`src/design/lc4_cfg.svh`:
```
// ----------------------------------------------------------------------
// global sizes of the lc4 pipeline core
// word width, register file size and the pc after reset
// ----------------------------------------------------------------------
`ifndef LC4_CFG_SVH
`define LC4_CFG_SVH

// data and address width
`define LC4_WORD_W 16

// eight general purpose registers r0..r7
`define LC4_NREGS 8
`define LC4_RSEL_W 3

// first fetch address, start of user code
`define LC4_RESET_PC 16'h8200

`endif

```
`src/design/lc4_isa_pkg.sv`:
```
// ----------------------------------------------------------------------
// instruction level types of the lc4 subset
// word, register select, nzp, opcodes, decoded control, nzp helper
// ----------------------------------------------------------------------
`include "lc4_cfg.svh"

package lc4_isa_pkg;

    typedef logic [`LC4_WORD_W-1:0] word_t;
    typedef logic [`LC4_RSEL_W-1:0] reg_sel_t;

    // one-hot {n, z, p}
    typedef logic [2:0] nzp_t;

    // only the kept opcodes, everything else decodes as nothing
    typedef enum logic [3:0] {
        OP_BR    = 4'b0000,
        OP_ADD   = 4'b0001,
        OP_LDR   = 4'b0110,
        OP_STR   = 4'b0111,
        OP_CONST = 4'b1001
    } opcode_t;

    // decoded control travelling with each instruction
    typedef struct packed {
        reg_sel_t rs;
        reg_sel_t rt;
        reg_sel_t rd;
        logic     rs_re;
        logic     rt_re;
        logic     rd_we;
        logic     nzp_we;
        logic     is_load;
        logic     is_store;
        logic     is_branch;
    } ctrl_t;

    // condition code of a written value, taken as signed
    function automatic nzp_t nzp_of(word_t v);
        if ($signed(v) > 0) return 3'b001;
        if (v == '0) return 3'b010;
        return 3'b100;
    endfunction

endpackage

```
`src/design/lc4_pipe_pkg.sv`:
```
// ----------------------------------------------------------------------
// pipeline level types, stall kinds, stage latch and writeback trace
// ----------------------------------------------------------------------
package lc4_pipe_pkg;
    import lc4_isa_pkg::*;

    // stall code 1 belongs to the second pipe and never occurs here
    typedef enum logic [1:0] {
        STALL_NONE   = 2'd0,
        STALL_BRANCH = 2'd2,
        STALL_LOAD   = 2'd3
    } stall_kind_t;

    // latch between two stages
    typedef struct packed {
        word_t       pc;
        word_t       insn;
        ctrl_t       ctrl;
        word_t       imm;
        stall_kind_t stall;
    } stage_t;

    // what the retiring slot did, seen from writeback
    typedef struct packed {
        word_t       pc;
        word_t       insn;
        stall_kind_t stall;
        logic        rf_we;
        reg_sel_t    wsel;
        word_t       wdata;
        logic        nzp_we;
        nzp_t        nzp;
        logic        dmem_we;
        word_t       dmem_addr;
        word_t       dmem_data;
    } wb_trace_t;

    // empty slot, insn 0 is a nop and all enables are low
    function automatic stage_t make_bubble(stall_kind_t kind);
        stage_t s;
        s       = '0;
        s.stall = kind;
        return s;
    endfunction

endpackage

```
`src/design/lc4_decoder.sv`:
```
// ----------------------------------------------------------------------
// lc4 decoder, control struct and sign extended immediate
// ----------------------------------------------------------------------
`timescale 1ns/100ps

module lc4_decoder import lc4_isa_pkg::*; (
    input  word_t i_insn,
    output ctrl_t o_ctrl,
    output word_t o_imm
);

    opcode_t op;

    assign op = opcode_t'(i_insn[15:12]);

    always_comb begin
        o_ctrl = '0;
        o_imm  = '0;
        // common field positions, rt moves for stores
        o_ctrl.rs = i_insn[8:6];
        o_ctrl.rt = i_insn[2:0];
        o_ctrl.rd = i_insn[11:9];
        case (op)
            OP_BR: begin
                // condition bits stay in the insn, execute reads them
                o_ctrl.is_branch = 1'b1;
                o_imm            = word_t'($signed(i_insn[8:0]));
            end
            OP_ADD: begin
                o_ctrl.rs_re = 1'b1;
                o_ctrl.rd_we = 1'b1;
                // bit 5 picks the imm5 form
                if (i_insn[5]) begin
                    o_imm = word_t'($signed(i_insn[4:0]));
                end else begin
                    o_ctrl.rt_re = 1'b1;
                end
            end
            OP_LDR: begin
                o_ctrl.rs_re   = 1'b1;
                o_ctrl.rd_we   = 1'b1;
                o_ctrl.is_load = 1'b1;
                o_imm          = word_t'($signed(i_insn[5:0]));
            end
            OP_STR: begin
                // store data register sits where rd would be
                o_ctrl.rt       = i_insn[11:9];
                o_ctrl.rs_re    = 1'b1;
                o_ctrl.rt_re    = 1'b1;
                o_ctrl.is_store = 1'b1;
                o_imm           = word_t'($signed(i_insn[5:0]));
            end
            OP_CONST: begin
                o_ctrl.rd_we = 1'b1;
                o_imm        = word_t'($signed(i_insn[8:0]));
            end
            default: begin
            end
        endcase
        // every register writer also sets the condition codes
        o_ctrl.nzp_we = o_ctrl.rd_we;
    end

endmodule

```
`src/design/lc4_regfile.sv`:
```
// ----------------------------------------------------------------------
// register file, two read ports, one write port, write-through
// ----------------------------------------------------------------------
`timescale 1ns/100ps
`include "lc4_cfg.svh"

module lc4_regfile import lc4_isa_pkg::*; (
    input  logic     gwe,
    input  logic     i_rst_n,
    input  reg_sel_t i_rs,
    input  reg_sel_t i_rt,
    output word_t    o_rs_data,
    output word_t    o_rt_data,
    input  reg_sel_t i_rd,
    input  word_t    i_wdata,
    input  logic     i_we
);

    word_t regs [`LC4_NREGS];

    always_ff @(posedge gwe or negedge i_rst_n) begin
        if (!i_rst_n) begin
            for (int i = 0; i < `LC4_NREGS; i++) begin
                regs[i] <= '0;
            end
        end else if (i_we) begin
            regs[i_rd] <= i_wdata;
        end
    end

    // writeback and decode in the same cycle, decode sees the new value
    assign o_rs_data = (i_we && i_rd == i_rs) ? i_wdata : regs[i_rs];
    assign o_rt_data = (i_we && i_rd == i_rt) ? i_wdata : regs[i_rt];

endmodule

```
`src/design/lc4_execute.sv`:
```
// ----------------------------------------------------------------------
// execute stage, mx/wx bypass, adder, nzp pick, branch resolution
// ----------------------------------------------------------------------
`timescale 1ns/100ps

module lc4_execute import lc4_isa_pkg::*, lc4_pipe_pkg::*; (
    input  stage_t   i_x,
    input  word_t    i_rs_data,
    input  word_t    i_rt_data,
    input  reg_sel_t i_m_rd,
    input  logic     i_m_we,
    input  word_t    i_m_result,
    input  nzp_t     i_m_nzp,
    input  logic     i_m_nzp_we,
    input  reg_sel_t i_w_rd,
    input  logic     i_w_we,
    input  word_t    i_w_result,
    input  nzp_t     i_w_nzp,
    input  logic     i_w_nzp_we,
    input  nzp_t     i_nzp_reg,
    output word_t    o_result,
    output word_t    o_store_data,
    output logic     o_br_taken,
    output word_t    o_target
);

    word_t rs_val;
    word_t rt_val;
    word_t op_a;
    word_t op_b;
    nzp_t  nzp_sel;

    // memory stage first, then writeback, then the latched regfile read
    assign rs_val = (i_m_we && i_m_rd == i_x.ctrl.rs) ? i_m_result :
                    (i_w_we && i_w_rd == i_x.ctrl.rs) ? i_w_result :
                    i_rs_data;
    assign rt_val = (i_m_we && i_m_rd == i_x.ctrl.rt) ? i_m_result :
                    (i_w_we && i_w_rd == i_x.ctrl.rt) ? i_w_result :
                    i_rt_data;

    // const has no rs, so it adds imm to zero
    assign op_a = i_x.ctrl.rs_re ? rs_val : '0;
    // register add uses rt, imm add and address calc use imm
    assign op_b = (i_x.ctrl.rt_re && !i_x.ctrl.is_store) ? rt_val : i_x.imm;

    assign o_result     = op_a + op_b;
    assign o_store_data = rt_val;

    // youngest older writer of the condition codes wins
    assign nzp_sel = i_m_nzp_we ? i_m_nzp :
                     i_w_nzp_we ? i_w_nzp :
                     i_nzp_reg;

    // insn[11:9] holds the n, z, p test bits of a BR
    assign o_br_taken = i_x.ctrl.is_branch && |(nzp_sel & i_x.insn[11:9]);
    assign o_target   = i_x.pc + word_t'(1) + i_x.imm;

endmodule

```
`src/design/lc4_pc_counter.sv`:
```
// ----------------------------------------------------------------------
// program counter, increments, holds or takes a branch target
// ----------------------------------------------------------------------
`timescale 1ns/100ps
`include "lc4_cfg.svh"

module lc4_pc_counter import lc4_isa_pkg::*; (
    input  logic  gwe,
    input  logic  i_rst_n,
    input  logic  i_hold,
    input  logic  i_load,
    input  word_t i_target,
    output word_t o_pc
);

    always_ff @(posedge gwe or negedge i_rst_n) begin
        if (!i_rst_n) begin
            o_pc <= `LC4_RESET_PC;
        end else if (i_load) begin
            // a taken branch overrides any load stall
            o_pc <= i_target;
        end else if (!i_hold) begin
            o_pc <= o_pc + word_t'(1);
        end
    end

endmodule

```
`src/design/lc4_hazard_ctrl.sv`:
```
// ----------------------------------------------------------------------
// hazard control, load-to-use stall and branch flush
// ----------------------------------------------------------------------
`timescale 1ns/100ps

module lc4_hazard_ctrl import lc4_isa_pkg::*, lc4_pipe_pkg::*; (
    input  ctrl_t       i_d_ctrl,
    input  ctrl_t       i_x_ctrl,
    input  logic        i_br_taken,
    output logic        o_stall_d,
    output logic        o_flush,
    output stall_kind_t o_bubble_kind
);

    logic rs_dep;
    logic rt_dep;

    // decode reads a register that the load in execute has not fetched yet
    assign rs_dep = i_d_ctrl.rs_re && i_d_ctrl.rs == i_x_ctrl.rd;
    assign rt_dep = i_d_ctrl.rt_re && i_d_ctrl.rt == i_x_ctrl.rd;

    // a branch waits for the nzp bits of the load too
    assign o_stall_d = i_x_ctrl.is_load && (rs_dep || rt_dep || i_d_ctrl.is_branch);
    assign o_flush   = i_br_taken;

    always_comb begin
        if (o_flush) begin
            o_bubble_kind = STALL_BRANCH;
        end else if (o_stall_d) begin
            o_bubble_kind = STALL_LOAD;
        end else begin
            o_bubble_kind = STALL_NONE;
        end
    end

endmodule

```
`src/design/lc4_core.sv`:
```
// ----------------------------------------------------------------------
// lc4 five stage core, stage latches, memory mux, wm bypass, trace
// ----------------------------------------------------------------------
`timescale 1ns/100ps

module lc4_core import lc4_isa_pkg::*, lc4_pipe_pkg::*; (
    input  logic      gwe,
    input  logic      i_rst_n,
    output word_t     o_cur_pc,
    input  word_t     i_cur_insn,
    output word_t     o_dmem_addr,
    output logic      o_dmem_we,
    output word_t     o_dmem_towrite,
    input  word_t     i_dmem_data,
    output wb_trace_t o_trace
);

    stage_t d_q, x_q, m_q, w_q;
    stage_t d_stage;
    ctrl_t d_ctrl;
    word_t d_imm, rs_data, rt_data;
    word_t x_rs_q, x_rt_q, x_result, x_store, br_target;
    word_t m_result_q, m_store_q, m_value, m_towrite;
    word_t w_value_q, w_addr_q, w_mdata_q;
    nzp_t m_nzp, w_nzp, nzp_q;
    logic br_taken, stall_d, flush;
    stall_kind_t bubble_kind;

    lc4_pc_counter u_pc (
        .gwe(gwe), .i_rst_n(i_rst_n), .i_hold(stall_d), .i_load(br_taken),
        .i_target(br_target), .o_pc(o_cur_pc)
    );

    // decode works on the d latch, ctrl and imm are filled here
    lc4_decoder u_dec (.i_insn(d_q.insn), .o_ctrl(d_ctrl), .o_imm(d_imm));
    assign d_stage = '{pc: d_q.pc, insn: d_q.insn, ctrl: d_ctrl, imm: d_imm,
                       stall: d_q.stall};

    lc4_regfile u_rf (
        .gwe(gwe), .i_rst_n(i_rst_n), .i_rs(d_ctrl.rs), .i_rt(d_ctrl.rt),
        .o_rs_data(rs_data), .o_rt_data(rt_data),
        .i_rd(w_q.ctrl.rd), .i_wdata(w_value_q), .i_we(w_q.ctrl.rd_we)
    );

    lc4_hazard_ctrl u_hz (
        .i_d_ctrl(d_ctrl), .i_x_ctrl(x_q.ctrl), .i_br_taken(br_taken),
        .o_stall_d(stall_d), .o_flush(flush), .o_bubble_kind(bubble_kind)
    );

    lc4_execute u_ex (
        .i_x(x_q), .i_rs_data(x_rs_q), .i_rt_data(x_rt_q),
        .i_m_rd(m_q.ctrl.rd), .i_m_we(m_q.ctrl.rd_we), .i_m_result(m_value),
        .i_m_nzp(m_nzp), .i_m_nzp_we(m_q.ctrl.nzp_we),
        .i_w_rd(w_q.ctrl.rd), .i_w_we(w_q.ctrl.rd_we), .i_w_result(w_value_q),
        .i_w_nzp(w_nzp), .i_w_nzp_we(w_q.ctrl.nzp_we), .i_nzp_reg(nzp_q),
        .o_result(x_result), .o_store_data(x_store),
        .o_br_taken(br_taken), .o_target(br_target)
    );

    // memory stage, a load hands over the returned data
    assign m_value = m_q.ctrl.is_load ? i_dmem_data : m_result_q;
    assign m_nzp   = nzp_of(m_value);
    assign w_nzp   = nzp_of(w_value_q);
    // wm bypass when the store data comes from the slot in writeback
    assign m_towrite = (m_q.ctrl.is_store && w_q.ctrl.rd_we && w_q.ctrl.rd == m_q.ctrl.rt) ?
                       w_value_q : m_store_q;

    assign o_dmem_we      = m_q.ctrl.is_store;
    assign o_dmem_addr    = (m_q.ctrl.is_load || m_q.ctrl.is_store) ? m_result_q : '0;
    assign o_dmem_towrite = m_towrite;

    // stage latches, reset fills the pipe with branch bubbles
    always_ff @(posedge gwe or negedge i_rst_n) begin
        if (!i_rst_n) begin
            d_q   <= make_bubble(STALL_BRANCH);
            x_q   <= make_bubble(STALL_BRANCH);
            m_q   <= make_bubble(STALL_BRANCH);
            w_q   <= make_bubble(STALL_BRANCH);
            nzp_q <= '0;
        end else begin
            // flush beats stall, stall holds fetch and decode
            if (flush) begin
                d_q <= make_bubble(bubble_kind);
            end else if (!stall_d) begin
                d_q <= '{pc: o_cur_pc, insn: i_cur_insn, ctrl: '0, imm: '0,
                         stall: STALL_NONE};
            end
            x_q <= (flush || stall_d) ? make_bubble(bubble_kind) : d_stage;
            m_q <= x_q;
            w_q <= m_q;
            if (w_q.ctrl.nzp_we) begin
                nzp_q <= w_nzp;
            end
        end
    end

    // payload registers
    always_ff @(posedge gwe) begin
        x_rs_q     <= rs_data;
        x_rt_q     <= rt_data;
        m_result_q <= x_result;
        m_store_q  <= x_store;
        w_value_q  <= m_value;
        w_addr_q   <= m_result_q;
        w_mdata_q  <= m_q.ctrl.is_store ? m_towrite : i_dmem_data;
    end

    // trace of the retiring slot, unused fields read as zero
    always_comb begin
        o_trace.pc        = w_q.pc;
        o_trace.insn      = w_q.insn;
        o_trace.stall     = w_q.stall;
        o_trace.rf_we     = w_q.ctrl.rd_we;
        o_trace.wsel      = w_q.ctrl.rd;
        o_trace.wdata     = w_q.ctrl.rd_we ? w_value_q : '0;
        o_trace.nzp_we    = w_q.ctrl.nzp_we;
        o_trace.nzp       = w_q.ctrl.nzp_we ? w_nzp : '0;
        o_trace.dmem_we   = w_q.ctrl.is_store;
        o_trace.dmem_addr = (w_q.ctrl.is_load || w_q.ctrl.is_store) ? w_addr_q : '0;
        o_trace.dmem_data = (w_q.ctrl.is_load || w_q.ctrl.is_store) ? w_mdata_q : '0;
    end

endmodule

```
`config.mk`:
```
export PLATFORM = sky130hd
export DESIGN_NAME = lc4_core
export DESIGN_NICKNAME = d
export VERILOG_FILES = /design/src/design/lc4_isa_pkg.sv /design/src/design/lc4_pipe_pkg.sv /design/src/design/lc4_decoder.sv /design/src/design/lc4_regfile.sv /design/src/design/lc4_execute.sv /design/src/design/lc4_pc_counter.sv /design/src/design/lc4_hazard_ctrl.sv /design/src/design/lc4_core.sv
export VERILOG_INCLUDE_DIRS = /design/src /design/src/design
export SDC_FILE = /design/constraint.sdc
export NUM_CORES = 1
export LEC_CHECK = 0
export BUFFER_PORTS_ARGS = -buffer_cell sky130_fd_sc_hd__buf_2
export CAP_MARGIN = 20
export CORE_MARGIN = 3
export CORE_UTILIZATION = 30
export DETAILED_ROUTE_END_ITERATION = 8
export PLACE_DENSITY_LB_ADDON = 0.3
export SETUP_SLACK_MARGIN = 0.4
export SYNTH_ARGS = -nofsm -noshare
export SYNTH_HDL_FRONTEND = slang
export SYNTH_SLANG_ARGS = --single-unit
```
`constraint.sdc`:
```
create_clock -name gwe -period 4.4 [get_ports gwe]
set_input_delay 1.1 -clock gwe [delete_from_list [all_inputs] [get_ports gwe]]
set_output_delay 1.1 -clock gwe [all_outputs]
set_load 0.05 [all_outputs]
```
==> load_flow_metrics.sql <==
INSERT INTO impl_metrics (metric_group, metric, value, unit) VALUES
('floorplanning', 'dieWidth', '261.1', 'um'),
('worst_setup_path', 'critical_path.endpoint_type', 'flop', ''),
('grt', 'grt_usage', '15.38', '%'),
('final_layout', 'layout.core_utilization', '35.54', '%'),
('logic_synthesis', 'synth_seq_area_share', '51.27', '%'),
('placed_design', 'routabilityCongestion', '0.8757', ''),
('grt', 'grt_remaining_overflow', '0', ''),
('logic_synthesis', 'synthDominantAreaCellType', 'sky130_fd_sc_hd__dfrtp_1', ''),
('power_and_ir_drop', 'power.leakage', '10.41', 'nW'),
('power_and_ir_drop', 'power.sequential.fraction', '42.8', '%'),
('grt', 'grt_first_pass_wirelength', '80770', 'um'),
('placed_design', 'placement.io_buffers', '173', ''),
('clock_tree', 'hold_buffers', '0', ''),
('logic_synthesis', 'synth-warning-count', '0', ''),
('clock_tree', 'post_cts.repair.setup_buffers', '0', ''),
('drt', 'viasPerCell', '4.821', ''),
('clock_tree', 'cts_made_buffers', '45', ''),
('timing', 'layout_min_cycle_time', '3.747', 'ns'),
('grt', 'grt_pass1_vias', '12917', ''),
('power_and_ir_drop', 'power-per-cell-area', '579.9', 'nW/um^2'),
('final_layout', 'final_net_count', '1782', ''),
('drt', 'ant_nets_after_route', '0', ''),
('floorplanning', 'die-height', '261.1', 'um'),
('clock_tree', 'ctsHtreeMaxLevel', '2', ''),
('logic_synthesis', 'async_flop_share', '73.46', '%'),
('clock_tree', 'cts_tree', 'built', ''),
('clock_tree', 'clock_tree.buffer_depth', '3', ''),
('worst_setup_path', 'worst-r2r-setup-slack', '0.65', 'ns'),
('clock_tree', 'clk_pin_slew', '0.06', 'ns'),
('logic_synthesis', 'yosys.area.top_type_share', '38.98', '%'),
('floorplanning', 'initial_utilization', '30.61', '%'),
('outcome', 'run_status', 'completed', ''),
('logic_synthesis', 'number_of_nets_produced_by_synthesis', '1651', ''),
('clock_tree', 'ctsRootBufferMaster', 'sky130_fd_sc_hd__clkbuf_16', ''),
('final_layout', 'area_overhead_vs_synth', '16.13', '%'),
('timing', 'setup_tns', '0', 'ns'),
('power_and_ir_drop', 'p_sw', '0.004616', 'W'),
('logic_synthesis', 'post_synth_inst_count', '1584', ''),
('final_layout', 'layout-drive-gt1-share', '31.90', '%'),
('power_and_ir_drop', 'internal-power', '0.008527', 'W'),
('drt', 'dr.pass1.iters', '5', ''),
('placed_design', 'dp_hpwl', '37300', 'um'),
('logic_synthesis', 'syn-mean-instance-area', '12.32', 'sq um'),
('drt', 'drc_errors', '0', ''),
('worst_setup_path', 'timing.setup.critical_path_class', 'reg2reg', ''),
('power_and_ir_drop', 'swShare', '35.12', '%'),
('worst_setup_path', 'crit_path_max_fanout', '3', ''),
('power_and_ir_drop', 'clock_power_share', '28.2', '%'),
('timing', 'hold_viol_final', '0', ''),
('clock_tree', 'cts_num_sinks', '422', ''),
('logic_synthesis', 'post_synth_main_area_contributors', 'sky130_fd_sc_hd__dfrtp_1 39%, sky130_fd_sc_hd__dfxtp_1 11%, sky130_fd_sc_hd__mux2_2 10%, sky130_fd_sc_hd__mux4_2 7.4%, sky130_fd_sc_hd__mux2i_1 5.2%', ''),
('worst_setup_path', 'worstPathRequired', '4.92', 'ns'),
('logic_synthesis', 'yosys_register_bits', '422', ''),
('timing', 'max_slew_margin', '24.47', '%'),
('floorplanning', 'io_pins', '174', ''),
('drt', 'route.detailed.wl_per_inst', '20.39', 'um'),
('floorplanning', 'standard_cell_core_area', '63770', 'sq um'),
('timing', 'fmax', '266.9', 'MHz'),
('worst_setup_path', 'worst_setup_path_start_kind', 'flop', ''),
('drt', 'via_count', '12496', ''),
('drt', 'first_iter_violations', '723', ''),
('job', 'cap_viol_max_count', '0', ''),
('timing', 'largest_clock_skew_in_the_final_design', '0.02378', 'ns'),
('timing', 'tightest_slew', '1.129', 'ns'),
('timing', 'period_share', '85.16', '%'),
('final_layout', 'antenna_cells', '0', ''),
('power_and_ir_drop', 'combinationalPowerShare', '29.0', '%'),
('clock_tree', 'cts_repair_resize_count', '0', ''),
('clock_tree', 'clkLatencyLatePin', '0.60', 'ns'),
('worst_setup_path', 'worst_ep_arrival_time', '4.27', 'ns'),
('power_and_ir_drop', 'total_power', '0.01314', 'W');
path summary, 6_finish.rpt:
path / from / cells after the start / endpoint
worst min-delay path: x_q[47] / 0 / m_q[47]
worst max-delay path: x_q[32] / 14 / m_result_q[15]
max in group asynchronous: i_rst_n / 2 / u_rf.regs[43]
min in group asynchronous: i_rst_n / 1 / m_q[52]
worst min register to register: x_q[47] / 0 / m_q[47]
worst max register to register: x_q[32] / 14 / m_result_q[15]
routing by layer:
layer	vias up	routed length (um)	GRT usage [%]
met1	6285	24710	21.49
li1	5834	-	-
met2	287	24050	24.29
met4	2	1625	4.974
met5	-	13	0
met3	88	2445	2.708
critical path, stage by stage, from the launching register on:
cell and delay, ns:
sky130_fd_sc_hd__dfrtp_1 0.42, sky130_fd_sc_hd__xnor2_1 0.18, sky130_fd_sc_hd__nand4_1 0.20, sky130_fd_sc_hd__mux2_1 0.35
sky130_fd_sc_hd__and2_1 0.18, sky130_fd_sc_hd__o21ai_1 0.26, sky130_fd_sc_hd__inv_2 0.05, sky130_fd_sc_hd__ha_1 0.31
sky130_fd_sc_hd__a211oi_1 0.32, sky130_fd_sc_hd__o21ai_1 0.18, sky130_fd_sc_hd__a41o_1 0.29, sky130_fd_sc_hd__nor4_1 0.27
sky130_fd_sc_hd__o31ai_1 0.16, sky130_fd_sc_hd__o41ai_1 0.32, sky130_fd_sc_hd__xnor2_1 0.15
sequential cells by signal, summed over array words and instances, names as in the netlist, 34 cells and up:
register   cells
d_q           34
m_q           39
o_trace       36
u_rf.regs    128
x_q           52
stage by stage:
step / hold WS (ns) / instance area [sq um] / setup slack [ns] / instances
2_1_floorplan: 0.3312 / 19520 / 0.4581 / 1584
3_3_place_gp: 0.3340 / 21220 / 0.3257 / 2513
3_5_place_dp: 0.3347 / 21230 / 0.2924 / 2514
4_1_cts: 0.3469 / 22660 / 0.5776 / 2592
5_1_grt: 0.3461 / 22670 / 0.4229 / 2592
6_report: 0.3429 / 22670 / 0.6530 / 2592
layout by cell type, fill, tap and decap left out, types with 5 or more instances in the layout:
cell / Yosys / routed
sky130_fd_sc_hd__nor2_1: 103 / 101
sky130_fd_sc_hd__clkbuf_1: 64 / 13
sky130_fd_sc_hd__buf_4: 44 / 43
sky130_fd_sc_hd__o21ai_1: 15 / 16
sky130_fd_sc_hd__a21o_1: 8 / 8
sky130_fd_sc_hd__buf_2: 20 / 172
sky130_fd_sc_hd__xnor2_1: 50 / 50
sky130_fd_sc_hd__and3_1: 7 / 7
sky130_fd_sc_hd__nand2b_1: 7 / 7
sky130_fd_sc_hd__nand2_1: 67 / 67
sky130_fd_sc_hd__nand4_1: 9 / 9
sky130_fd_sc_hd__o21ai_0: 27 / 26
sky130_fd_sc_hd__clkbuf_8: 0 / 8
sky130_fd_sc_hd__clkinv_2: 0 / 5
sky130_fd_sc_hd__nor2b_1: 56 / 56
sky130_fd_sc_hd__dfrtp_1: 304 / 303
sky130_fd_sc_hd__ha_1: 31 / 31
sky130_fd_sc_hd__a211oi_1: 5 / 5
sky130_fd_sc_hd__nor4_1: 13 / 13
sky130_fd_sc_hd__a21oi_1: 53 / 53
sky130_fd_sc_hd__nor3_1: 18 / 15
sky130_fd_sc_hd__mux2_2: 174 / 174
sky130_fd_sc_hd__mux2i_1: 101 / 100
sky130_fd_sc_hd__dfxtp_1: 112 / 112
sky130_fd_sc_hd__mux2_1: 11 / 11
sky130_fd_sc_hd__dfstp_2: 6 / 6
sky130_fd_sc_hd__a21bo_2: 7 / 7
sky130_fd_sc_hd__and2_1: 61 / 61
sky130_fd_sc_hd__xor2_1: 16 / 16
sky130_fd_sc_hd__o211a_1: 15 / 15
sky130_fd_sc_hd__inv_1: 15 / 15
sky130_fd_sc_hd__mux4_2: 64 / 64
sky130_fd_sc_hd__clkbuf_16: 0 / 45
sky130_fd_sc_hd__nand3_1: 13 / 13
sky130_fd_sc_hd__o21a_1: 10 / 10
cell families after synthesis:
kind of cell	count (synthesis)	share of synthesized area (%)
adder cells (fa/ha/maj)	33	2.192
buffers and inverters	154	4.013
XOR/XNOR	66	2.962
AO/OA/AOI/OAI	175	5.943
flip-flops	422	51.27
multiplexers	352	23.42
AND/OR/NAND/NOR	382	10.19
power groups by stage:
stage | sequential (W) | clock (W) | combinational [W]
after global placement | 0.00566 | 0 | 0.00376
after floorplan | 0.00564 | 0 | 0.00281
final | 0.00563 | 0.00371 | 0.00381
after global routing | 0.00576 | 0.00397 | 0.00410
after detailed placement | 0.00571 | 0 | 0.00381
after CTS | 0.00564 | 0.00383 | 0.00383
Yosys cell counts, types with 5 or more instances:
master	n
sky130_fd_sc_hd__buf_2	20
sky130_fd_sc_hd__a21oi_1	53
sky130_fd_sc_hd__o211a_1	15
sky130_fd_sc_hd__o21a_1	10
sky130_fd_sc_hd__o21ai_0	27
sky130_fd_sc_hd__buf_4	44
sky130_fd_sc_hd__mux4_2	64
sky130_fd_sc_hd__nor3_1	18
sky130_fd_sc_hd__inv_1	15
sky130_fd_sc_hd__mux2_1	11
sky130_fd_sc_hd__a21bo_2	7
sky130_fd_sc_hd__xnor2_1	50
sky130_fd_sc_hd__a21o_1	8
sky130_fd_sc_hd__dfstp_2	6
sky130_fd_sc_hd__nor2_1	103
sky130_fd_sc_hd__ha_1	31
sky130_fd_sc_hd__clkbuf_1	64
sky130_fd_sc_hd__o21ai_1	15
sky130_fd_sc_hd__nor2b_1	56
sky130_fd_sc_hd__nand2b_1	7
sky130_fd_sc_hd__dfxtp_1	112
sky130_fd_sc_hd__mux2_2	174
sky130_fd_sc_hd__dfrtp_1	304
sky130_fd_sc_hd__a211oi_1	5
sky130_fd_sc_hd__mux2i_1	101
sky130_fd_sc_hd__and3_1	7
sky130_fd_sc_hd__nor4_1	13
sky130_fd_sc_hd__nand2_1	67
sky130_fd_sc_hd__nand4_1	9
sky130_fd_sc_hd__and2_1	61
sky130_fd_sc_hd__buf_1	8
sky130_fd_sc_hd__xor2_1	16
sky130_fd_sc_hd__nand3_1	13
cell type report:
cell class,count,area (sq um)
clock inverter,12,140.1
multi-input combinational,1008,8808
tap,846,1059
sequential,422,10010
inverter,16,60.06
fill,6322,41110
timing repair buffer,222,1305
clock buffer,66,1285
No activity file was read; power rests on OpenSTA's default activity.
